`src/soc_params.svh`:
```
`ifndef SOC_PARAMS_SVH
`define SOC_PARAMS_SVH

// --------------------
// System size
// --------------------

`define NUM_HARTS 2

// --------------------
// Address map
// --------------------

// Boot ROM window
`define ROM_BASE 32'h0001_0000
`define ROM_LEN 32'h0001_0000

// Core-local interruptor
`define CLINT_BASE 32'h0200_0000
`define CLINT_LEN 32'h0000_C000

// GPIO window, no device behind it
`define GPIO_BASE 32'h4000_0000
`define GPIO_LEN 32'h0000_1000

// Main memory, 64-bit words
`define DRAM_BASE 32'h8000_0000
`define DRAM_WORDS 1024

// Harness exit word, inside DRAM
`define EXIT_ADDR 32'h8000_1000

// CLINT register offsets
`define MTIMECMP_OFS 32'h0000_4000
`define MTIME_OFS 32'h0000_BFF8

// Cycles after power-on before debug requests pass
`define DMI_DEL_CYCLES 500

`endif

```
`src/soc_pkg.sv`:
```
`include "soc_params.svh"

package soc_pkg;

  // --------------------
  // Basic vectors
  // --------------------

  typedef logic [31:0]            addr_t;
  typedef logic [63:0]            data_t;
  typedef logic [7:0]             strb_t;
  typedef logic [`NUM_HARTS-1:0]  hart_vec_t;

  // --------------------
  // Memory bus
  // --------------------

  // One request per cycle while req is high
  typedef struct packed {
    logic  req;
    logic  we;
    addr_t addr;
    strb_t be;
    data_t wdata;
  } mem_req_t;

  // Answer arrives exactly one cycle after the request
  typedef struct packed {
    logic  rvalid;
    logic  err;
    data_t rdata;
  } mem_rsp_t;

  // Slave chosen by the crossbar decoder
  typedef enum logic [2:0] {
    SEL_NONE,
    SEL_ROM,
    SEL_DRAM,
    SEL_CLINT,
    SEL_GPIO,
    SEL_ERR
  } slv_sel_e;

  // Byte-lane merge of write data into an existing word
  function automatic data_t merge_be(data_t old_data, data_t new_data, strb_t be);
    data_t merged;
    merged = old_data;
    for (int b = 0; b < 8; b++) begin
      if (be[b]) begin
        merged[8*b +: 8] = new_data[8*b +: 8];
      end
    end
    return merged;
  endfunction

endpackage

```
`src/boot_rom.sv`:
```
`timescale 1ns/1ps
`include "soc_params.svh"

module boot_rom (
  input  logic              clk_i,
  input  logic              rst_ni,
  input  soc_pkg::mem_req_t req_i,
  output soc_pkg::mem_rsp_t rsp_o
);

  localparam int unsigned RomWords = 16;

  // Boot table
  localparam soc_pkg::data_t RomTable [RomWords] = '{
    64'h0000_0297_f140_2573, 64'h0182_b283_0202_8593,
    64'h0000_0513_0000_0593, 64'h1050_0073_ffdf_f06f,
    64'h8000_0000_0000_0000, 64'h0000_0000_8000_2000,
    64'h0200_0000_0000_c000, 64'h0000_0001_0000_0002,
    64'hdead_beef_cafe_f00d, 64'h0123_4567_89ab_cdef,
    64'hfedc_ba98_7654_3210, 64'h5a5a_5a5a_a5a5_a5a5,
    64'h0000_0010_0000_0020, 64'h1111_2222_3333_4444,
    64'h7fff_ffff_8000_0001, 64'h0000_0000_0000_0073
  };

  soc_pkg::addr_t rom_ofs;
  logic           in_table;
  logic           rvalid_q;
  soc_pkg::data_t rdata_q;

  assign rom_ofs  = req_i.addr - `ROM_BASE;
  assign in_table = rom_ofs < soc_pkg::addr_t'(RomWords * 8);

  always_ff @(posedge clk_i or negedge rst_ni) begin : p_rvalid
    if (!rst_ni) begin
      rvalid_q <= 1'b0;
    end else begin
      rvalid_q <= req_i.req;
    end
  end

  // Writes only get the acknowledge
  always_ff @(posedge clk_i) begin : p_rdata
    if (req_i.req) begin
      rdata_q <= (!req_i.we && in_table) ? RomTable[req_i.addr[6:3]] : '0;
    end
  end

  assign rsp_o = '{rvalid: rvalid_q, err: 1'b0, rdata: rdata_q};

endmodule

```
`config.mk`:
```
export PLATFORM = sky130hd
export DESIGN_NAME = boot_rom
export DESIGN_NICKNAME = d
export VERILOG_FILES = /design/src/soc_pkg.sv /design/src/boot_rom.sv
export VERILOG_INCLUDE_DIRS = /design/src
export SDC_FILE = /design/constraint.sdc
export NUM_CORES = 1
export LEC_CHECK = 0
export ABC_CLOCK_PERIOD_IN_PS = 800
export BUFFER_PORTS_ARGS = -buffer_cell sky130_fd_sc_hd__buf_2
export CAP_MARGIN = 20
export CORE_MARGIN = 4
export CORE_UTILIZATION = 25
export CTS_BUF_LIST = sky130_fd_sc_hd__clkbuf_8
export DETAILED_ROUTE_END_ITERATION = 7
export PLACE_DENSITY = 0.56
export SLEW_MARGIN = 20
export SYNTH_ARGS = -nofsm -noshare
export SYNTH_HDL_FRONTEND = slang
export SYNTH_SLANG_ARGS = --single-unit
```
`constraint.sdc`:
```
create_clock -name clk_i -period 0.8 [get_ports clk_i]
set_clock_uncertainty 0.05 [all_clocks]
set_input_delay 0.04 -clock clk_i [delete_from_list [all_inputs] [get_ports clk_i]]
set_output_delay 0.04 -clock clk_i [all_outputs]
set_load 0.02 [all_outputs]
```
==> metrics <==
Pwr per Cell Area=1290 mW/mm^2; number of sinks handled by clock tree synthesis=56; combinational family with the most area after synthesis=simple AND/OR/NAND/NOR gates; number of distinct library cells after synthesis=39; Starting Density=25.4%; Seq cells post-synth=56; Worst Hold Path Cells=2; RSZ-0062 raised after global routing=true; fraction of layout cells with a size suffix above 1=63.5%; fraction of post-synthesis cell area in the top cell type by area=56.8%; xor/xnor share of the synthesized area=0%; Top-Level Pins=174; DR WL/cell=18.0 microns; mapped cell area=0.00291 sq mm; NumNets Final=524; WL final=9.96 mm; Avg Cell Area, Syn=11.6 sq um; portion of netlist area occupied by mux cells=0.861%; final worst-path cycle share=167%; Core Box Area=0.0114 sq mm; hold crit path type=input pin to flop; number of synthesis warnings=0; fraction of the core area covered by cells at the end of the flow=47.1%; Setup Viol. Count Final=120; DR DRC count=0; critical path launch point type=input pin; placer congestion estimate=0.852; CTS buffer count=5; origin of the worst setup path=req_i[82]; post-synthesis share of cell area spent on full adders, half adders and majority gates=2.58%; Synth async-reset ratio=1.79%; maximum buffer depth of the clock tree=2; number of max-slew violations in the final report=0; total design power=6.92 mW; overall overflow remaining after global route=0; critical hold path startpoint=req_i[105]; arrival time reported for the critical path endpoint=1410 ps; largest area contributor in the netlist=edfxtp_1; Max VDD drop=0.928 mV; Port Buffer Count=97; outcome=complete, but fails checks; Lkg Pwr=2.13 nW; final critical-path setup slack=-533 ps; final worst path period need=1330 ps; Die Height=116 microns; category of the most critical setup path=input pin to flop; maximum frequency from static timing analysis=0.750 GHz; TritonCTS clock tree=yes; crit path max fanout=6; via count normalized by instance count=4.82; area growth from synthesis to layout=85.0%; number of global-route vias before repair=2,674; DR iter-0 viols=173; Post-Synthesis Net Count=365; combined global-route utilization of all metal layers=13.9%; Synth Area in Compound Gates=11.6%; H-tree level count=2; clock transition time at the flip-flop clock pins of the worst setup and hold paths=90 ps; most common library cell in the layout ignoring fill and taps=buf_6; kind of end point of the critical path=flop; minimum setup slack after placement=-908 ps; number of inserted filler cells in the final layout=1,038; pin count of the biggest net entering global routing=28; antenna violations before repair=0; first-pass GRT wire length=14.5 mm; Endpoint, Worst Hold=rvalid_q; clk root buf=clkbuf_8; Die ar.=0.0134 sq mm; number of enable-type register cells in the synthesized netlist=55; post-synthesis share of cell area spent on and, or, nand and nor gates=19.2%; commonest cells after routing, fill and taps aside=buf_6 (63), buf_4 (62), edfxtp_1 (55); half-perimeter wire length after detailed placement=6.16 mm; failing checks=negative setup slack; number of cells produced by synthesis=251; cell types with the largest area share after synthesis=edfxtp_1 (57%), nor3_1 (6.0%), a21oi_1 (3.3%); Antenna Violating Nets Remaining=0; commonest register cell after synthesis=edfxtp_1; proportion of synthesized chip area in sequential cells=57.7%; WP data required=880 ps; Max Cap Viol=0; final hold violation count=0; ant diodes=0; Die X=116 microns; number of rows in the core area=39; router iterations before antenna repair=4; routed via count=2,673
==> synth_stat cells (2+ instances only) <==
cell / number
nor4_2: 5
buf_4: 11
nor4b_1: 3
and3_1: 2
and2_1: 2
inv_1: 4
nor4_1: 4
a2111oi_2: 2
nor2_1: 18
a21oi_1: 19
edfxtp_1: 55
a211oi_1: 12
clkbuf_1: 11
o21a_1: 3
o211ai_1: 2
ha_1: 6
nor3_1: 35
o21ai_0: 11
nand2b_1: 7
nand3_1: 2
buf_2: 2
nand2_1: 15
clkbuf_8: 4
==> worst max-delay path by stage <==
stage	to	slack (ps)	depth (start not counted)
after floorplan	rdata_q[58]	-590	6
after global placement	rdata_q[39]	-930	8
after detailed placement	rdata_q[39]	-910	8
after CTS	rdata_q[9]	-490	6
after global routing	rdata_q[23]	-610	6
final	rdata_q[23]	-530	6
==> repair_timing <==
action / in CTS / in global routing
cloned: 7 / 6
endpoints found under the hold margin: 1 / 0
setup buffers: 6 / 1
hold buffers: 2 / 0
pin swaps: 9 / 35
gates resized for setup: 132 / 90
endpoints found under the setup margin: 120 / 120
==> cells by family (layout without fill, tap and decap cells) <==
logic type,after synthesis,count (layout)
fa+ha+maj,6,6
buf+inv,34,192
simple gates,99,99
compound gates,53,53
mux,2,4
flops,56,56
other cells,1,1
==> sequential cells by signal, summed over array words and instances, names as in the netlist <==
register	cells
rdata_q	55
rvalid_q	1
==> critical path, stage by stage <==
cell	delay, ps
buf_6	90
nor4_4	240
and4_1	260
nand4_4	220
clkbuf_16	250
nor4b_2	300
==> power breakdown <==
group	total, mW	switching, mW	internal, mW
registers	3.44	0.0796	3.36
logic	1.80	0.984	0.815
clock network	1.69	0.905	0.780
total	6.92	1.97	4.95
==> metrics by stage <==
step | cell area [sq um] | std cells | hold WS [ps] | TNS (ps)
after floorplan | 3000 | 251 | -306 | -31810
after global routing | 5370 | 554 | 47.1 | -42290
after detailed placement | 3960 | 524 | -232 | -41990
after global placement | 3960 | 524 | -234 | -40980
after CTS | 4830 | 547 | 47.8 | -34950
final | 5370 | 554 | 43.6 | -36810
==> routing by layer <==
layer  vias to the layer above  GRT usage, %  part of all wire [%]
li1                       1258             -                     -
met1                      1297          18.1                    41
met2                       100          23.7                    50
met3                        18          2.45                   6.5
met4                         0          4.02                   2.1
met5                         -             0                     0
==> layout make-up <==
cell class	instances	area (sq um)	share of cell area, %
inverter	4	15.0	0.279
sequential	56	1680	31.2
tap	143	179	3.33
clock buffer	7	96.3	1.79
clock inverter	1	3.75	0.0698
timing repair buffer	180	1780	33.1
multi-input combinational	163	1620	30.2
(Power assumes the default switching activity.)
