==> src/soc_params.svh <==
`ifndef SOC_PARAMS_SVH
`define SOC_PARAMS_SVH

// --------------------
// System size
// --------------------

`define NUM_HARTS 2

// --------------------
// Address map
// --------------------

// Boot ROM window
`define ROM_BASE 32'h0001_0000
`define ROM_LEN 32'h0001_0000

// Core-local interruptor
`define CLINT_BASE 32'h0200_0000
`define CLINT_LEN 32'h0000_C000

// GPIO window, no device behind it
`define GPIO_BASE 32'h4000_0000
`define GPIO_LEN 32'h0000_1000

// Main memory, 64-bit words
`define DRAM_BASE 32'h8000_0000
`define DRAM_WORDS 1024

// Harness exit word, inside DRAM
`define EXIT_ADDR 32'h8000_1000

// CLINT register offsets
`define MTIMECMP_OFS 32'h0000_4000
`define MTIME_OFS 32'h0000_BFF8

// Cycles after power-on before debug requests pass
`define DMI_DEL_CYCLES 500

`endif

==> src/soc_pkg.sv <==
`include "soc_params.svh"

package soc_pkg;

  // --------------------
  // Basic vectors
  // --------------------

  typedef logic [31:0]            addr_t;
  typedef logic [63:0]            data_t;
  typedef logic [7:0]             strb_t;
  typedef logic [`NUM_HARTS-1:0]  hart_vec_t;

  // --------------------
  // Memory bus
  // --------------------

  // One request per cycle while req is high
  typedef struct packed {
    logic  req;
    logic  we;
    addr_t addr;
    strb_t be;
    data_t wdata;
  } mem_req_t;

  // Answer arrives exactly one cycle after the request
  typedef struct packed {
    logic  rvalid;
    logic  err;
    data_t rdata;
  } mem_rsp_t;

  // Slave chosen by the crossbar decoder
  typedef enum logic [2:0] {
    SEL_NONE,
    SEL_ROM,
    SEL_DRAM,
    SEL_CLINT,
    SEL_GPIO,
    SEL_ERR
  } slv_sel_e;

  // Byte-lane merge of write data into an existing word
  function automatic data_t merge_be(data_t old_data, data_t new_data, strb_t be);
    data_t merged;
    merged = old_data;
    for (int b = 0; b < 8; b++) begin
      if (be[b]) begin
        merged[8*b +: 8] = new_data[8*b +: 8];
      end
    end
    return merged;
  endfunction

endpackage

==> src/soc_xbar.sv <==
`timescale 1ns/1ps
`include "soc_params.svh"

module soc_xbar (
  input  logic              clk_i,
  input  logic              rst_ni,
  input  soc_pkg::mem_req_t mst_req_i,
  output soc_pkg::mem_rsp_t mst_rsp_o,
  output soc_pkg::mem_req_t rom_req_o,
  output soc_pkg::mem_req_t dram_req_o,
  output soc_pkg::mem_req_t clint_req_o,
  input  soc_pkg::mem_rsp_t rom_rsp_i,
  input  soc_pkg::mem_rsp_t dram_rsp_i,
  input  soc_pkg::mem_rsp_t clint_rsp_i
);

  localparam soc_pkg::addr_t DramLen = soc_pkg::addr_t'(`DRAM_WORDS * 8);

  soc_pkg::slv_sel_e sel_d;
  soc_pkg::slv_sel_e sel_q;

  // Half-open window test, written to avoid overflow at the top of memory
  function automatic logic in_window(soc_pkg::addr_t addr, soc_pkg::addr_t base,
                                     soc_pkg::addr_t len);
    return (addr >= base) && ((addr - base) < len);
  endfunction

  // --------------------
  // Address decode
  // --------------------

  always_comb begin : p_decode
    if (in_window(mst_req_i.addr, `ROM_BASE, `ROM_LEN)) begin
      sel_d = soc_pkg::SEL_ROM;
    end else if (in_window(mst_req_i.addr, `CLINT_BASE, `CLINT_LEN)) begin
      sel_d = soc_pkg::SEL_CLINT;
    end else if (in_window(mst_req_i.addr, `GPIO_BASE, `GPIO_LEN)) begin
      sel_d = soc_pkg::SEL_GPIO;
    end else if (in_window(mst_req_i.addr, `DRAM_BASE, DramLen)) begin
      sel_d = soc_pkg::SEL_DRAM;
    end else begin
      sel_d = soc_pkg::SEL_ERR;
    end
  end

  // Payload goes everywhere, only the strobe is steered
  always_comb begin : p_steer
    rom_req_o       = mst_req_i;
    dram_req_o      = mst_req_i;
    clint_req_o     = mst_req_i;
    rom_req_o.req   = mst_req_i.req && (sel_d == soc_pkg::SEL_ROM);
    dram_req_o.req  = mst_req_i.req && (sel_d == soc_pkg::SEL_DRAM);
    clint_req_o.req = mst_req_i.req && (sel_d == soc_pkg::SEL_CLINT);
  end

  // --------------------
  // Response path
  // --------------------

  // Remember which slave answers in the next cycle
  always_ff @(posedge clk_i or negedge rst_ni) begin : p_sel
    if (!rst_ni) begin
      sel_q <= soc_pkg::SEL_NONE;
    end else begin
      sel_q <= mst_req_i.req ? sel_d : soc_pkg::SEL_NONE;
    end
  end

  always_comb begin : p_rsp_mux
    mst_rsp_o = '0;
    case (sel_q)
      soc_pkg::SEL_ROM:   mst_rsp_o = rom_rsp_i;
      soc_pkg::SEL_DRAM:  mst_rsp_o = dram_rsp_i;
      soc_pkg::SEL_CLINT: mst_rsp_o = clint_rsp_i;
      // GPIO and holes in the map both answer with an error
      soc_pkg::SEL_GPIO, soc_pkg::SEL_ERR: begin
        mst_rsp_o.rvalid = 1'b1;
        mst_rsp_o.err    = 1'b1;
      end
      default: begin
        mst_rsp_o = '0;
      end
    endcase
  end

endmodule

==> config.mk <==
export PLATFORM = sky130hd
export DESIGN_NAME = soc_xbar
export DESIGN_NICKNAME = d
export VERILOG_FILES = /design/src/soc_pkg.sv /design/src/soc_xbar.sv
export VERILOG_INCLUDE_DIRS = /design/src
export SDC_FILE = /design/constraint.sdc
export NUM_CORES = 1
export LEC_CHECK = 0
export ABC_AREA = 1
export BUFFER_PORTS_ARGS = -buffer_cell sky130_fd_sc_hd__buf_4
export CAP_MARGIN = 30
export CORE_AREA = 5 5 264 266
export DETAILED_ROUTE_END_ITERATION = 10
export DIE_AREA = 0 0 269 271
export PLACE_DENSITY = 0.38
export SYNTH_ARGS = -nofsm -noshare
export SYNTH_HDL_FRONTEND = slang
export SYNTH_SLANG_ARGS = --single-unit
==> constraint.sdc <==
create_clock -name clk_i -period 1.7 [get_ports clk_i]
set_input_delay 0.34 -clock clk_i [delete_from_list [all_inputs] [get_ports clk_i]]
set_output_delay 0.34 -clock clk_i [all_outputs]
set_load 0.02 [all_outputs]
==> results.sh <==
export IMPL_route_vias_total=4694
export IMPL_crit_required_ns=1.36
export IMPL_portBuffers=349
export IMPL_maxCapViolCount=0
export IMPL_numCtsBuffers=3
export IMPL_die_width_um=269
export IMPL_final_area_um2=7780
export IMPL_wirelength_mm=26.0
export IMPL_dr_first_iter_drc_count=106
export IMPL_area_growth_pct=86.3
export IMPL_ant_nets=0
export IMPL_fin_crit_sh_pct=124
export IMPL_drive_above_1_share_pct=79.1
export IMPL_cts_tree="built"
export IMPL_synthTopCellsByArea="buf_4, nand2_1, a22oi_1"
export IMPL_synth_most_common_cell="buf_4"
export IMPL_overflow=0
export IMPL_drc=0
export IMPL_grt_pass1_wl_mm=32.1
export IMPL_cp_max_fo=6
export IMPL_grt_pass1_vias=4831
export IMPL_post_drt_wl_per_cell_um=15.6
export IMPL_tightest_slew_ns=0.339
export IMPL_path_class="reg2out"
export IMPL_wl_met3_mm=4.27
export IMPL_setup_ws_ns=-0.413
export IMPL_leakage_uw=0.00353
export IMPL_violations="negative setup slack"
export IMPL_endpoint_kind="output pin"
export IMPL_dp_final_hpwl_mm=20.8
export IMPL_setup_viol=69
export IMPL_rows=95
export IMPL_syn_area_um2=4180
export IMPL_dr_wl_met2_mm=12.4
export IMPL_clock_root_buffer="clkbuf_16"
export IMPL_avgViaCountPerCell=2.83
export IMPL_slew_headroom_pct=77.4
export IMPL_cp_arrival_ns=1.77
export IMPL_status="finished, violations left"
export IMPL_clk_path_buf_depth=2
export IMPL_first_pass_iters=4
export IMPL_dpl_cell_area_um2=6100
export IMPL_netlist_top_cells_count="buf_4, nand2_1, a22oi_1"
export IMPL_nFillCells=7647
export IMPL_syn_inst=671
export IMPL_path_clk_slew_ns=0.03
export IMPL_final_core_util_pct=11.6
export IMPL_clkSinkCount=3
export IMPL_synthArstFlopShare_pct=100
export IMPL_final_nets=1095
export IMPL_die_y_um=271
export IMPL_largest_reg_flops=3
export IMPL_ys_flop_type="dfrtp_1"
export IMPL_synth_seq_area_share_pct=1.80
export IMPL_wl_met1_mm=8.88
export IMPL_synth_nets=979
export IMPL_peakVddDrop_mv=0.268
export IMPL_start_util_pct=6.25
export IMPL_core_um2=66800
export IMPL_worstHoldPathType="in2reg"
export IMPL_avgSynthCellArea_um2=6.22
export IMPL_die_area_um2=72900
export IMPL_rsz0062_at_grt="yes"
export IMPL_synth_area_leader_cell="buf_4"
export IMPL_grt_max_degree=25
export IMPL_ys_warn_count=0
export IMPL_ys_ff_latch=3
export IMPL_reg_top3="sel_q: 3 flops"
export IMPL_io_pins=690
export IMPL_finalCriticalPeriod_ns=2.11
export IMPL_antenna_found_initial=4
export IMPL_htree_levels=1
export IMPL_synth_edf_count=0
export IMPL_cp_start_kind="flop"
export IMPL_gp_congestion=0.850
export IMPL_drv_slew=0
export IMPL_pwr_density_cell_nw_per_um2=230
export IMPL_largest_register="sel_q"
export IMPL_grt_usage_pct=5.88
export IMPL_synth_top_cell_area_share_pct=56.6
export IMPL_max_freq_mhz=473
export IMPL_final_hold_viol_count=0
export IMPL_synthDistinctLibCells=24
export IMPL_maxUsedRoutingLayer="met5"
## worst paths after layout
kind                       slack, ns       endpoint  cells after the start           start
max in group asynchronous       1.13       sel_q[0]                      2          rst_ni
hold / removal                  0.41       sel_q[2]                      3  mst_req_i[105]
min in group asynchronous       0.47       sel_q[2]                      2          rst_ni
setup / recovery               -0.41  mst_rsp_o[63]                      8        sel_q[0]
## worst max-delay path, cell delays in order (launching register included)
cell       delay, ns
dfrtp_2         0.45
buf_6           0.14
nand2_4         0.04
nor2_4          0.24
clkbuf_16       0.23
clkbuf_16       0.15
a22oi_2         0.07
nand2_1         0.09
buf_6           0.12
## layout make-up
class / count / area [um^2] / area share [%]
repair buffers: 447 / 4120 / 53.0
multi-input cells: 315 / 2320 / 29.8
well taps: 873 / 1090 / 14.0
inverters: 17 / 92.6 / 1.19
clock buffers: 4 / 78.8 / 1.01
flip-flops and latches: 3 / 76.3 / 0.981
diodes: 1 / 2.50 / 0.0322
## kinds of logic after synthesis
group	synth area share (%)
buffers and inverters	60.5
flip-flops	1.80
AO/OA/AOI/OAI	12.0
adder cells (fa/ha/maj)	0.599
AND/OR/NAND/NOR	25.1
## report_power, final
group | leakage [uW] | internal, uW | switching (uW)
Sequential | 0.0000363 | 74.6 | 4.93
Combinational | 0.00346 | 721 | 620
Clock | 0.0000382 | 309 | 62.4
Total | 0.00353 | 1100 | 687
## cells in the final DEF, fill, tap and decap left out, drive strengths merged
cell type / Yosys / routed
nor4: 2 / 2
nor3: 1 / 1
o21ai: 7 / 7
diode: 0 / 1
ha: 2 / 2
nand2: 181 / 181
clkbuf: 6 / 9
dlygate4sd3: 0 / 1
nand3: 20 / 20
clkinv: 1 / 1
a21oi: 5 / 5
nand4: 4 / 4
clkinvlp: 0 / 1
a22oi: 58 / 58
bufbuf: 0 / 1
nor2: 34 / 34
dfrtp: 3 / 3
inv: 16 / 15
nand3b: 1 / 1
buf: 330 / 440
## routing by layer
layer,global-route usage (%),vias to the layer above
met1,6.00,2075
met5,0.811,-
met2,10.6,521
li1,-,2070
met3,3.60,26
met4,0.510,2
## what timing repair did
item | 4_1_cts | 5_1_grt
gates resized for setup | 198 | 109
buffers inserted | 15 | 8
pin swaps | 41 | 68
hold buffers | 1 | 0
setup endpoints to repair | 69 | 69
gates cloned | 7 | 5
endpoints found under the hold margin | 3 | 0
## through the flow
step	cells	setup slack, ns	setup TNS, ns	hold slack (ns)	power, uW
2_1_floorplan	671	-0.0199	-0.0295	0.0444	1390
3_3_place_gp	1628	-0.465	-10.71	0.128	1230
3_5_place_dp	1628	-0.420	-10.98	0.131	1220
4_1_cts	1652	-0.460	-26.76	0.412	1740
5_1_grt	1659	-0.486	-28.57	0.439	1890
6_report	1660	-0.413	-24.35	0.410	1790
Note: power is estimated with default switching activity, not from simulation.
