===== config.mk =====
export PLATFORM = sky130hd
export DESIGN_NAME = clint
export DESIGN_NICKNAME = d
export VERILOG_FILES = /design/src/soc_pkg.sv /design/src/clint.sv
export VERILOG_INCLUDE_DIRS = /design/src
export SDC_FILE = /design/constraint.sdc
export NUM_CORES = 1
export LEC_CHECK = 0
export BUFFER_PORTS_ARGS = -buffer_cell sky130_fd_sc_hd__buf_2
export CAP_MARGIN = 20
export CORE_MARGIN = 2
export CORE_UTILIZATION = 60
export DETAILED_ROUTE_END_ITERATION = 10
export MAX_ROUTING_LAYER = met4
export PLACE_DENSITY = 0.82
export SLEW_MARGIN = 15
export SYNTH_ARGS = -nofsm -noshare
export SYNTH_HDL_FRONTEND = slang
export SYNTH_SLANG_ARGS = --single-unit

===== constraint.sdc =====
create_clock -name clk_i -period 2.6 [get_ports clk_i]
set_input_delay 0.26 -clock clk_i [delete_from_list [all_inputs] [get_ports clk_i]]
set_output_delay 0.26 -clock clk_i [all_outputs]
set_load 0.05 [all_outputs]

===== src/soc_params.svh =====
`ifndef SOC_PARAMS_SVH
`define SOC_PARAMS_SVH

// --------------------
// System size
// --------------------

`define NUM_HARTS 2

// --------------------
// Address map
// --------------------

// Boot ROM window
`define ROM_BASE 32'h0001_0000
`define ROM_LEN 32'h0001_0000

// Core-local interruptor
`define CLINT_BASE 32'h0200_0000
`define CLINT_LEN 32'h0000_C000

// GPIO window, no device behind it
`define GPIO_BASE 32'h4000_0000
`define GPIO_LEN 32'h0000_1000

// Main memory, 64-bit words
`define DRAM_BASE 32'h8000_0000
`define DRAM_WORDS 1024

// Harness exit word, inside DRAM
`define EXIT_ADDR 32'h8000_1000

// CLINT register offsets
`define MTIMECMP_OFS 32'h0000_4000
`define MTIME_OFS 32'h0000_BFF8

// Cycles after power-on before debug requests pass
`define DMI_DEL_CYCLES 500

`endif


===== src/soc_pkg.sv =====
`include "soc_params.svh"

package soc_pkg;

  // --------------------
  // Basic vectors
  // --------------------

  typedef logic [31:0]            addr_t;
  typedef logic [63:0]            data_t;
  typedef logic [7:0]             strb_t;
  typedef logic [`NUM_HARTS-1:0]  hart_vec_t;

  // --------------------
  // Memory bus
  // --------------------

  // One request per cycle while req is high
  typedef struct packed {
    logic  req;
    logic  we;
    addr_t addr;
    strb_t be;
    data_t wdata;
  } mem_req_t;

  // Answer arrives exactly one cycle after the request
  typedef struct packed {
    logic  rvalid;
    logic  err;
    data_t rdata;
  } mem_rsp_t;

  // Slave chosen by the crossbar decoder
  typedef enum logic [2:0] {
    SEL_NONE,
    SEL_ROM,
    SEL_DRAM,
    SEL_CLINT,
    SEL_GPIO,
    SEL_ERR
  } slv_sel_e;

  // Byte-lane merge of write data into an existing word
  function automatic data_t merge_be(data_t old_data, data_t new_data, strb_t be);
    data_t merged;
    merged = old_data;
    for (int b = 0; b < 8; b++) begin
      if (be[b]) begin
        merged[8*b +: 8] = new_data[8*b +: 8];
      end
    end
    return merged;
  endfunction

endpackage


===== src/clint.sv =====
`timescale 1ns/1ps
`include "soc_params.svh"

module clint (
  input  logic               clk_i,
  input  logic               rst_ni,
  input  logic               rtc_i,
  input  soc_pkg::mem_req_t  req_i,
  output soc_pkg::mem_rsp_t  rsp_o,
  output soc_pkg::hart_vec_t timer_irq_o,
  output soc_pkg::hart_vec_t ipi_o
);

  localparam int unsigned NumHarts = `NUM_HARTS;
  localparam int unsigned CmpWord  = `MTIMECMP_OFS / 8;
  localparam int unsigned TimeWord = `MTIME_OFS / 8;

  logic [15:0]        reg_ofs;
  logic [12:0]        word_idx;
  logic               wr_en;
  logic [1:0]         rtc_sync_q;
  logic               rtc_prev_q;
  logic               rtc_tick;
  soc_pkg::data_t     mtime_q;
  soc_pkg::data_t     mtimecmp_q [NumHarts];
  soc_pkg::hart_vec_t msip_q;
  soc_pkg::hart_vec_t timer_irq_q;
  soc_pkg::data_t     rd_data;
  soc_pkg::data_t     rdata_q;
  logic               rvalid_q;

  // The whole CLINT window fits in 16 offset bits
  assign reg_ofs  = 16'(req_i.addr - `CLINT_BASE);
  assign word_idx = reg_ofs[15:3];
  assign wr_en    = req_i.req & req_i.we;

  // Rising edge of the synchronised RTC
  assign rtc_tick = rtc_sync_q[1] & ~rtc_prev_q;

  // --------------------
  // Register read
  // --------------------

  always_comb begin : p_read
    rd_data = '0;
    if (word_idx == 13'(TimeWord)) begin
      rd_data = mtime_q;
    end
    for (int h = 0; h < NumHarts; h++) begin
      if (word_idx == 13'(h)) begin
        rd_data = {63'b0, msip_q[h]};
      end
      if (word_idx == 13'(CmpWord + h)) begin
        rd_data = mtimecmp_q[h];
      end
    end
  end

  // --------------------
  // Timer and registers
  // --------------------

  always_ff @(posedge clk_i or negedge rst_ni) begin : p_regs
    if (!rst_ni) begin
      rtc_sync_q  <= '0;
      rtc_prev_q  <= 1'b0;
      mtime_q     <= '0;
      msip_q      <= '0;
      timer_irq_q <= '0;
      rvalid_q    <= 1'b0;
      for (int h = 0; h < NumHarts; h++) begin
        mtimecmp_q[h] <= '1;
      end
    end else begin
      rtc_sync_q <= {rtc_sync_q[0], rtc_i};
      rtc_prev_q <= rtc_sync_q[1];
      rvalid_q   <= req_i.req;
      // A software write to mtime wins over the tick
      if (wr_en && (word_idx == 13'(TimeWord))) begin
        mtime_q <= soc_pkg::merge_be(mtime_q, req_i.wdata, req_i.be);
      end else if (rtc_tick) begin
        mtime_q <= mtime_q + 64'd1;
      end
      for (int h = 0; h < NumHarts; h++) begin
        if (wr_en && (word_idx == 13'(h)) && req_i.be[0]) begin
          msip_q[h] <= req_i.wdata[0];
        end
        if (wr_en && (word_idx == 13'(CmpWord + h))) begin
          mtimecmp_q[h] <= soc_pkg::merge_be(mtimecmp_q[h], req_i.wdata, req_i.be);
        end
        timer_irq_q[h] <= (mtime_q >= mtimecmp_q[h]);
      end
    end
  end

  always_ff @(posedge clk_i) begin : p_rdata
    if (req_i.req) begin
      rdata_q <= req_i.we ? '0 : rd_data;
    end
  end

  assign rsp_o       = '{rvalid: rvalid_q, err: 1'b0, rdata: rdata_q};
  assign timer_irq_o = timer_irq_q;
  assign ipi_o       = msip_q;

endmodule


==> results_dict.tcl <==
set metrics [dict create \
    start_util_pct 60.73 \
    path_clk_slew_ns 0.06 \
    clkSinkCount 264 \
    critical_path_class "flop to flop" \
    multiInputGateArea_um2 7928 \
    antenna_found_initial 1 \
    setup-violations-final 0 \
    worstMarginPinSlew_ns 1.098 \
    crit_fanout 3 \
    async_flop_share_pct 75.76 \
    track_usage_pct 33.58 \
    hold_class "primary input to flop" \
    vias_per_cell 6.516 \
    mostFrequentLayoutCell "buf_2" \
    mostFrequentLayoutCells "buf_2 (156), nor2_1 (134), inv_1 (133), mux2_2 (129), ha_1 (129)" \
    avgRoutedWirePerCell_um 21.21 \
    synthesis.instances 1509 \
    rows 59 \
    insertion_delay_ns 0.55 \
    grt_overflow_total 0 \
    yosys_warnings 0 \
    cts_buffer_depth 3 \
    seqCellArea_um2 7087 \
    met2_usage_pct 54.01 \
    drc_errors 0 \
    ir_drop_uv 535.5 \
    synthesis.area_um2 15740 \
    ys_types 83 \
    pre_cts_slack_ns -0.02204 \
    vias 14060 \
    whs_ns 0.003339 \
    status "finished clean" \
    cts_tree "built" \
    nets 2038 \
    ys.flop_type "dfstp_2" \
    instances_no_fill 2158 \
    cap_viol_max_count 0 \
    ys_seq_area_share_pct 45.03 \
    portBuffers 158 \
    post_dp_cell_area_um2 17670 \
    drt_first_pass_iters 7 \
    cp.required_ns 3.01 \
    drt-initial-drc-count 1871 \
    use_met3_pct 4.433 \
    relSlewSlack_pct 26.82 \
    busiest_layer "met2" \
    synth_edf_count 64 \
    finalWirelength_mm 45.77 \
    fin_tns_setup_ns 0 \
    fin_skew_ns 0.01142 \
    finalHoldViolCount 0 \
    arrival_ns 2.89 \
    grt_pass1_vias 13840 \
    drive_gt1_share_pct 34.36 \
    post-route-min-period_ns 2.478 \
    period_share_pct 95.30 \
    fin_area_um2 19130 \
    ant_nets 0 \
    grt.met1_usage_pct 43.14 \
    syn_nets 1747 \
    area_growth_pct 21.57 \
    die_h_um 166.0 \
    ys_ff_latch 264 \
    cp-end-kind "flop" \
    post-place-cells 2060 \
    dieWidth_um 166.0 \
    grt_pass1_wl_mm 73.11 \
    rsz0062_at_grt "yes" \
    cellPowerDensity_nw_per_um2 510.3 \
    syn_area_per_cell_um2 10.43 \
    p_leak_nw 8.192 \
    worst_slack_ns 0.1222 \
    fmax_mhz 403.6 \
    cts_max_level 1 \
    crit_path_start_kind "flop" \
    root_buffer "clkbuf_16" \
    fill_cells 1782 \
    ios 179 \
    grt_max_degree 66 \
    dieArea_um2 27540 \
    numCtsBuffers 29 \
    maxSlewViolCount 0 \
    core_um2 25910 \
    dp_hpwl_mm 32.67 \
    gp_congestion 0.9584 \
    ff2ff_setup_slack_ns 0.12 \
]
-- worst max-delay path: stages, from the launching register on --
cell and delay (ns):
dfstp_2 0.54, inv_1 0.06, ha_1 0.30, a211oi_1 0.24, o21bai_1 0.13, a2111oi_2 0.28, buf_4 0.19, a2111oi_0 0.12
o31ai_1 0.24, buf_4 0.15, nand3_1 0.08
-- metal layers --
layer  vias up  routed length, um
met5         -                  0
met4         0               2142
met3       179               3873
met2       761              21790
met1      6832              17960
li1       6290                  -
-- what timing repair did --
action	CTS	global route
buffers inserted	0	1
endpoints found under the hold margin	96	1
hold buffers	42	1
pin swaps	0	3
endpoints found under the setup margin	1	12
gates resized for setup	2	12
-- cell families after synthesis --
| family | after synthesis | share of synthesized area, % |
|---|---|---|
| flops | 264 | 45.03 |
| fa+ha+maj | 129 | 10.26 |
| other cells | 1 | 0.02383 |
| mux | 141 | 9.994 |
| xor+xnor | 5 | 0.2783 |
| buf+inv | 201 | 5.081 |
| compound gates | 314 | 14.41 |
| simple gates | 454 | 14.92 |
-- power by group --
| group | leakage, nW | internal (W) | switching, W |
|---|---|---|---|
| clock | 0.473 | 0.00246 | 0.00173 |
| sequential | 2.89 | 0.00435 | 0.0000741 |
| combinational | 4.83 | 0.000425 | 0.000718 |
-- Yosys cell counts (5+ instances only) --
master	count	area [um2]
and4_1	10	87.58
a211oi_1	15	112.6
o21a_1	12	90.09
dfrtp_1	72	1802
buf_4	7	52.55
a311oi_1	6	52.55
nand2_1	70	262.8
a21oi_1	82	410.4
nor3_1	32	160.2
dfstp_2	128	3363
or3_1	6	37.54
inv_1	133	499.2
o21ai_0	44	220.2
clkbuf_1	40	150.1
ha_1	129	1614
a31oi_1	8	50.05
nand3_1	55	275.3
a21o_1	23	172.7
mux2i_1	12	120.1
nand2b_1	8	50.05
a2111oi_0	5	43.79
nor2_1	135	506.7
a222oi_1	64	640.6
nor4_1	17	106.4
buf_1	6	22.52
nand4_1	52	325.3
o32ai_1	6	52.55
buf_2	14	70.07
mux2_2	129	1453
and2_1	7	43.79
and3_1	33	206.5
edfxtp_1	64	1922
-- stage by stage --
stage,power [W],util [%]
after global routing,0.01007,73.83
final,0.009762,73.83
after CTS,0.009747,73.53
after floorplan,0.005035,-
after detailed placement,0.005535,68.18
after global placement,0.005492,68.18
-- flip-flops by register name, summed over array words and instances, names as in the netlist --
register     cells
mtimecmp_q     128
mtime_q         64
rdata_q         64
ipi_o            2
rtc_sync_q       2
timer_irq_o      2
rtc_prev_q       1
rvalid_q         1
-- path summary, 6_finish.rpt --
kind	startpoint	endpoint	cells after the start
max in group asynchronous	rst_ni	mtimecmp_q[7]$_DFFE_PN1P_	3
min in group asynchronous	rst_ni	rvalid_q$_DFF_PN0_	2
max reg2reg	mtimecmp_q[5]$_DFFE_PN1P_	timer_irq_o[1]$_DFF_PN0_	10
min	req_i[30]	mtimecmp_q[94]$_DFFE_PN1P_	2
min reg2reg	rtc_sync_q[0]$_DFF_PN0_	rtc_sync_q[1]$_DFF_PN0_	0
max	mtimecmp_q[5]$_DFFE_PN1P_	timer_irq_o[1]$_DFF_PN0_	10
-- final cells by class --
type / count / share of cell area, %
antenna: 1 / 0.01308
clock buffer: 33 / 3.924
clock inverter: 20 / 1.092
inverter: 133 / 2.610
multi-input combinational: 1044 / 41.44
sequential: 264 / 37.04
tap: 335 / 2.191
timing repair buffer: 328 / 11.69
(Power assumes the default switching activity.)
