==> src/soc_params.svh <==
`ifndef SOC_PARAMS_SVH
`define SOC_PARAMS_SVH

// --------------------
// System size
// --------------------

`define NUM_HARTS 2

// --------------------
// Address map
// --------------------

// Boot ROM window
`define ROM_BASE 32'h0001_0000
`define ROM_LEN 32'h0001_0000

// Core-local interruptor
`define CLINT_BASE 32'h0200_0000
`define CLINT_LEN 32'h0000_C000

// GPIO window, no device behind it
`define GPIO_BASE 32'h4000_0000
`define GPIO_LEN 32'h0000_1000

// Main memory, 64-bit words
`define DRAM_BASE 32'h8000_0000
`define DRAM_WORDS 1024

// Harness exit word, inside DRAM
`define EXIT_ADDR 32'h8000_1000

// CLINT register offsets
`define MTIMECMP_OFS 32'h0000_4000
`define MTIME_OFS 32'h0000_BFF8

// Cycles after power-on before debug requests pass
`define DMI_DEL_CYCLES 500

`endif

==> src/debug_reset_ctrl.sv <==
`timescale 1ns/1ps
`include "soc_params.svh"

module debug_reset_ctrl (
  input  logic clk_i,
  input  logic rst_ni,
  input  logic ndmreset_i,
  input  logic debug_en_i,
  input  logic debug_req_i,
  output logic sys_rst_no,
  output logic debug_req_o
);

  localparam int unsigned CntWidth = $clog2(`DMI_DEL_CYCLES + 1);

  typedef logic [CntWidth-1:0] del_cnt_t;

  logic       comb_rst_n;
  logic [1:0] rst_sync_q;
  del_cnt_t   del_cnt_q;

  // --------------------
  // System reset
  // --------------------

  // Power-on reset or debug-module reset request
  assign comb_rst_n = rst_ni & ~ndmreset_i;

  // Asserts at once, releases on the second clock edge
  always_ff @(posedge clk_i or negedge comb_rst_n) begin : p_rst_sync
    if (!comb_rst_n) begin
      rst_sync_q <= '0;
    end else begin
      rst_sync_q <= {rst_sync_q[0], 1'b1};
    end
  end

  assign sys_rst_no = rst_sync_q[1];

  // --------------------
  // Debug request gate
  // --------------------

  // Boot window, only power-on reset reloads it
  always_ff @(posedge clk_i or negedge rst_ni) begin : p_del_cnt
    if (!rst_ni) begin
      del_cnt_q <= del_cnt_t'(`DMI_DEL_CYCLES);
    end else if (del_cnt_q != '0) begin
      del_cnt_q <= del_cnt_q - 1'b1;
    end
  end

  assign debug_req_o = (del_cnt_q == '0) && debug_en_i && debug_req_i;

endmodule

==> config.mk <==
export PLATFORM = sky130hd
export DESIGN_NAME = debug_reset_ctrl
export DESIGN_NICKNAME = d
export VERILOG_FILES = /design/src/debug_reset_ctrl.sv
export VERILOG_INCLUDE_DIRS = /design/src
export SDC_FILE = /design/constraint.sdc
export NUM_CORES = 1
export LEC_CHECK = 0
export BUFFER_PORTS_ARGS = -buffer_cell sky130_fd_sc_hd__buf_2
export CORE_AREA = 2 2 39 41
export DETAILED_ROUTE_END_ITERATION = 8
export DIE_AREA = 0 0 41 43
export PLACE_DENSITY = 0.53
export SKIP_CTS_REPAIR_TIMING = 1
export SYNTH_ARGS = -nofsm -noshare
export SYNTH_HDL_FRONTEND = slang
export SYNTH_SLANG_ARGS = --single-unit
==> constraint.sdc <==
create_clock -name clk_i -period 2.4 [get_ports clk_i]
set_clock_uncertainty 0.15 [all_clocks]
set_input_delay 0.48 -clock clk_i [delete_from_list [all_inputs] [get_ports clk_i]]
set_output_delay 0.48 -clock clk_i [all_outputs]
set_load 0.05 [all_outputs]
==> impl_results.md, run 1 <==
- Logic pwr share: 0.060
- CP required: 1770 ps
- Hold violation total from the final report: 0
- Delay-heaviest family, CP: simple AND/OR/NAND/NOR gates
- Post-layout net count: 65
- IO Pins: 7
- CTS tree: yes
- Core ar.: 0.00138 sq mm
- I/O Buffers: 6
- PwrDens: 519 mW/mm^2
- Row cnt: 14
- Final Setup Violations: 0
- Tmin final: 2380 ps
- Critical path arrival: 1750 ps
- Initial antenna violation count: 0
- Hold Startpoint: rst_sync_q[0]
- DR vias/cell: 4.86
- Initial Util: 0.363
- DRT Wirelength: 867 um
- Sequential-to-total area share from yosys stat: 0.562
- Sink Count: 11
- Clock latency on the worst-skew pair: 260 ps
- Compound-Gate Fraction of Synth Area: 0.124
- Adder-cell share of the synthesized area: 0.0249
- Clock root cell: clkbuf_4
- CP Max Fanout: 5
- Xor and xnor area share after synthesis: 0.0174
- Peak Freq: 420 MHz
- Slowest stage cell, crit path: or4_4
- Worst Path Buf+Inv: 1
- Area Growth Syn to Fin: 25.1%
- Total track usage: 0.132
- Gpl congestion: 0.745
- Critical Path Max Stage Delay: 570 ps
- DR top layer: met3
- Met1 Wirelength: 350 um
- Post-route ant nets: 0
- CP Cell Sequence: or4_4 -> nor4_4 -> and3_2 -> buf_6
- H-tree lvl count: 1
- Vias: 360
- Cell depth of the worst flop-to-flop path: 4
- Mapped Nets: 49
- DP Wirelength: around 660 um
- Max Cap Violations: 0
- Clock Power Share: 0.365
- Total CTS buffers: 3
- Layout cells sized above 1: 0.431
- Die W: 41 um
- Drt drc: 0
- Die height: 43 um
- Wire per inst: 11.7 um
- Period utilization: 0.992
- P_int: 0.259 mW
- Unrepaired setup endpoints after global routing: true
- First drt pass iteration count: 2
- Placed insts: 67
- VDD IR max: between 0.2 and 0.3 mV
- Crit path kind: reg -> out
- Reg-to-reg slack, setup: 720 ps
- Vias in the first global route: 375
- Initial DRC count: 1
- YS warnings: 0
- Avg Inst Size Synth: 11.7 sq um
- Fill cells: roughly 140
- Pwr Total: about 0.33 mW
- Post-Syn Instances: between 40 and 50
- Hold EP: rst_sync_q[1]
- P_leak: 0.300 nW
- Worst-path clk slew: 60 ps
- Crit path launch type: flop
- Cell Area, Synth: 503 sq um
- Part of the power in registers: 0.575
- Post-synthesis mux area share: 0.0423
- Area after DPL: 569 sq um
- WL met3: 29 um
- Total gr overflow: 0
- Sw power: between 0.06 and 0.07 mW
- Crit. End Element: output pin
- Final Max Tran Viols: 0
- Status: complete, no violations
- Simple-gate share of the synthesized area: 0.206
- Largest family of logic cells by synthesized area: simple AND/OR/NAND/NOR gates
- Diodes inserted: 0
- WHS: 206 ps
- Met2 wire length: 487 um
- Switching portion of total power: 0.206
- Post-route insts no fill: 74
- #FFs+latches synth: 11
- Full die area: 0.00176 sq mm
- Worst r2r dst: del_cnt_q[1]
- Hold Crit Class: reg -> reg
- Synth unique cells: 22
- Hold depth: 0
- Clock Tree Buf Depth: 2
- First-pass GRT wire length: 1490 um
- Largest net degree at the start of global routing: 11
- Fin area: 629 sq um
- Reg2reg start: del_cnt_q[4]
[logic make-up (layout without fill, tap and decap cells)]
| group | after synthesis | count (layout) |
|---|---|---|
| xor+xnor | 1 | 1 |
| mux | 2 | 2 |
| buf+inv | 2 | 17 |
| fa+ha+maj | 1 | 1 |
| flops | 11 | 11 |
| compound gates | 10 | 10 |
| other cells | 1 | 1 |
| simple gates | 15 | 15 |
[final cells by class]
type,instances,area [sq um],share of cell area
flip-flops and latches,11,283,0.449
multi-input cells,30,214,0.340
repair buffers,11,78.8,0.125
clock buffers,4,26.3,0.0417
well taps,16,20.0,0.0318
inverters,2,7.51,0.0119
[Yosys cell counts]
cell type  count  area [sq um]
o21bai_1       1          7.51
nand2_1        1          3.75
mux2i_1        1          10.0
dfrtp_1        5           125
nor2b_1        1          6.26
and3_1         1          6.26
ha_1           1          12.5
nor4_4         1          21.3
or3_1          2          12.5
nor3_1         2          10.0
o21ai_0        6          30.0
mux2_2         1          11.3
o31ai_1        2          15.0
conb_1         1          3.75
nor2_1         2          7.51
or4_4          1          11.3
or2_2          2          12.5
dfstp_2        6           158
o31a_2         1          10.0
xnor2_1        1          8.76
nand2b_1       2          12.5
inv_1          2          7.51
[worst max path at each step]
| stage | start | to | cells past startpoint |
|---|---|---|---|
| global route | del_cnt_q[4] | debug_req_o | 4 |
| CTS | del_cnt_q[3] | debug_req_o | 4 |
| floorplan | del_cnt_q[3] | debug_req_o | 3 |
| finish | del_cnt_q[4] | debug_req_o | 4 |
| detailed placement | del_cnt_q[3] | debug_req_o | 4 |
| global placement | del_cnt_q[3] | debug_req_o | 4 |
[layout by cell type (no fill, tap or decap)]
cell	n
xnor2_1	1
or2_2	2
o31ai_1	2
clkbuf_1	1
nor3_1	2
conb_1	1
nor4_4	1
inv_1	2
buf_2	5
nor2b_1	1
dfrtp_1	5
o21ai_0	6
nand2b_1	2
dfstp_2	6
buf_4	3
o21bai_1	1
nor2_1	2
mux2_2	1
and3_2	1
o31a_2	1
or3_1	2
mux2i_1	1
ha_1	1
nand2_1	1
or4_4	1
clkbuf_4	3
buf_6	1
dlygate4sd3_1	2
[metal layers]
| metal | GRT usage | up-vias |
|---|---|---|
| met5 | 0 | - |
| met4 | 0.100 | 0 |
| met3 | 0.0471 | 0 |
| met2 | 0.197 | 5 |
| met1 | 0.143 | 173 |
| li1 | - | 182 |
[registers in the layout, indices dropped and copies added (netlist names)]
signal	cells
del_cnt_q	9
rst_sync_q	2
[power groups by stage]
stage	clock, mW	sequential, mW	combinational, mW
final	0.119	0.188	0.0196
after global routing	0.138	0.188	0.0209
after CTS	0.127	0.188	0.0160
after detailed placement	0	0.191	0.0160
after global placement	0	0.191	0.0157
after floorplan	0	0.194	0.00512
[per-stage QoR]
step / setup slack (ps) / util / setup TNS (ps)
global placement: 120 / 0.411 / 0
detailed placement: 99.1 / 0.411 / 0
global route: -45.4 / 0.455 / -45.4
floorplan: 103 / - / 0
finish: 19.1 / 0.455 / 0
CTS: -203 / 0.430 / -203
Note: power is estimated with default switching activity, not from simulation.
==> run 2, diff against run 1 <==
Settings changed: ABC_CLOCK_PERIOD_IN_PS set to 2400, CORE_AREA 2 2 39 41 to not set, CORE_MARGIN set to 2, CORE_UTILIZATION set to 30, DIE_AREA 0 0 41 43 to not set, PLACE_DENSITY 0.53 to 0.44, SKIP_LAST_GASP set to 1.
==> run 2 against run 1 <==
Against the previous run: design area up 1.2%; via count up 3.9%; non-clock buffer count unchanged; worst setup slack better by 6.0 ps; die area up 15%; register-to-register slack worse by 100 ps; critical path depth unchanged; hold slack better by 2.2 ps; count of clock-buffer cells in the layout unchanged; sequential share of layout area down 0.53 points; fmax up 0.25%; power up 2.8%; critical path type unchanged.
==> impl_results.md, run 2 (same netlist as run 1, synthesis figures left out) <==
- VDD IR max: 0.300 mV (+6.3%)
- Sequential Area: 283 sq um (unchanged)
- Area Growth Syn to Fin: 26.6%
- Die height: 44.9 um (+4.5%)
- Drt drc: 0 (unchanged)
- CP Max Fanout: 5 (unchanged)
- Vias: 374 (+3.9%)
- Final setup TNS: 0 ps (unchanged)
- Clock Tree Buf Depth: 2 (unchanged)
- P_int: 0.261 mW (+0.54%)
- PwrDens: 527 mW/mm^2 (+1.6%)
- Top reg by flops: del_cnt_q
- Hold Crit Class: reg -> reg
- Row cnt: 14 (unchanged)
- I/O Buffers: 6 (unchanged)
- Highest-count cells in the layout ignoring fill and taps: o21ai_0 (6), dfstp_2 (6), dfrtp_1 (5), buf_2 (5)
- First drt pass iteration count: 4 (+2)
- Unrepaired setup endpoints after global routing: true
- Final worst slack: 25.1 ps (+6.04 ps)
- Full die area: 0.00202 sq mm (+15%)
- Initial DRC count: 3 (+2)
- Period utilization: 0.990 (-0.00252)
- Final Setup Violations: 0 (unchanged)
- Tmin final: 2370 ps (-6.04 ps)
- Crit. End Element: output pin
- Hold violation total from the final report: 0 (unchanged)
- IO Pins: 7 (unchanged)
- Diodes inserted: 0 (unchanged)
- Multi-input logic area: 218 sq um (+1.8%)
- Initial antenna violation count: 0 (unchanged)
- Sink Count: 11 (unchanged)
- Fill cells: 153 (+6.3%)
- Critical path arrival: 1740 ps (about the same)
- Sw power: 0.0750 mW (+11%)
- Crit path launch type: flop
- DR vias/cell: 5.05 (+3.9%)
- Switching portion of total power: 0.223 (+0.0173)
- DRT Wirelength: 922 um (+6.3%)
- Clock Power Share: 0.378 (+0.013)
- Crit path kind: reg -> out
- Max Cap Violations: 0 (unchanged)
- Max reg flops: 9 (unchanged)
- Total gr overflow: 0 (unchanged)
- WHS: 208 ps (+2.16 ps)
- DP Wirelength: 677 um (+2.0%)
- Clock root cell: clkbuf_4
- Largest regs: del_cnt_q: 9 flops, rst_sync_q: 2 flops
- Fin area: 637 sq um (+1.2%)
- Logic pwr share: 0.063 (+0.003)
- Part of the power in registers: 0.559 (-0.016)
- Total CTS buffers: 3 (unchanged)
- Post-layout net count: 65 (unchanged)
- Wire per inst: 12.5 um (+6.3%)
- P_leak: 0.300 nW (-0.19%)
- H-tree lvl count: 1 (unchanged)
- Gpl congestion: 0.807 (+8.3%)
- CTS tree: yes
- Vias in the first global route: 354 (-5.6%)
- Clock latency on the worst-skew pair: 270 ps (about the same)
- Initial Util: 0.326 (-0.0372)
- Core ar.: 0.00154 sq mm (+11%)
- Final Max Tran Viols: 0 (unchanged)
- Post-route ant nets: 0 (unchanged)
- Worst-path clk slew: 70 ps (about the same)
- Worst slack, placed: 115 ps (+16.4 ps)
- CP required: 1770 ps (about the same)
- First-pass GRT wire length: 1620 um (+8.8%)
- Die W: 44.9 um (+9.6%)
- Largest net degree at the start of global routing: 11 (unchanged)
- Peak Freq: 421 MHz (+0.25%)
- Status: complete, no violations
- Layout cells sized above 1: 0.431 (unchanged)
- Area after DPL: 569 sq um (unchanged)
- Total track usage: 0.117 (-0.0152)
-- run 2: final timing paths --
check,from,endpoint,slack (ps),cells past startpoint
max in group asynchronous,rst_ni,rst_sync_q[1],1240,3
min,rst_sync_q[0],rst_sync_q[1],210,0
max,del_cnt_q[4],debug_req_o,30,4
max reg2reg,del_cnt_q[4],del_cnt_q[1],620,5
min reg2reg,rst_sync_q[0],rst_sync_q[1],210,0
min in group asynchronous,rst_ni,del_cnt_q[3],460,2
-- run 2: routing by layer --
layer | vias up | part of all wire | GRT usage
met2 | 9 | 0.48 | 0.160
met4 | 0 | 0.027 | 0.0706
li1 | 183 | - | -
met5 | - | 0 | 0
met3 | 5 | 0.040 | 0.0400
met1 | 177 | 0.45 | 0.157
-- run 2: final cells by class --
class                   instances  area share
well taps                      16      0.0314
multi-input cells              30       0.342
flip-flops and latches         11       0.444
clock buffers                   4      0.0413
repair buffers                 11       0.130
inverters                       2      0.0118
-- run 2: power by group through the flow --
stage          registers [mW]  clock network (mW)  logic, mW
3_3_place_gp            0.191                   0     0.0158
6_report                0.188               0.127     0.0212
5_1_grt                 0.188               0.143     0.0233
3_5_place_dp            0.191                   0     0.0162
4_1_cts                 0.188               0.132     0.0162
2_1_floorplan           0.194                   0    0.00512
-- run 2: critical path, stage by stage, from the launching register on --
cell,delay (ps)
dfstp_2,370
or4_4,570
nor4_4,170
and3_4,220
buf_8,140
-- run 2: through the flow --
step / power [mW] / utilization / std cells
finish: 0.336 / 0.413 / 74
global route: 0.354 / 0.413 / 74
CTS: 0.336 / 0.386 / 71
detailed placement: 0.207 / 0.369 / 67
global placement: 0.207 / 0.369 / 67
floorplan: 0.199 / - / 43
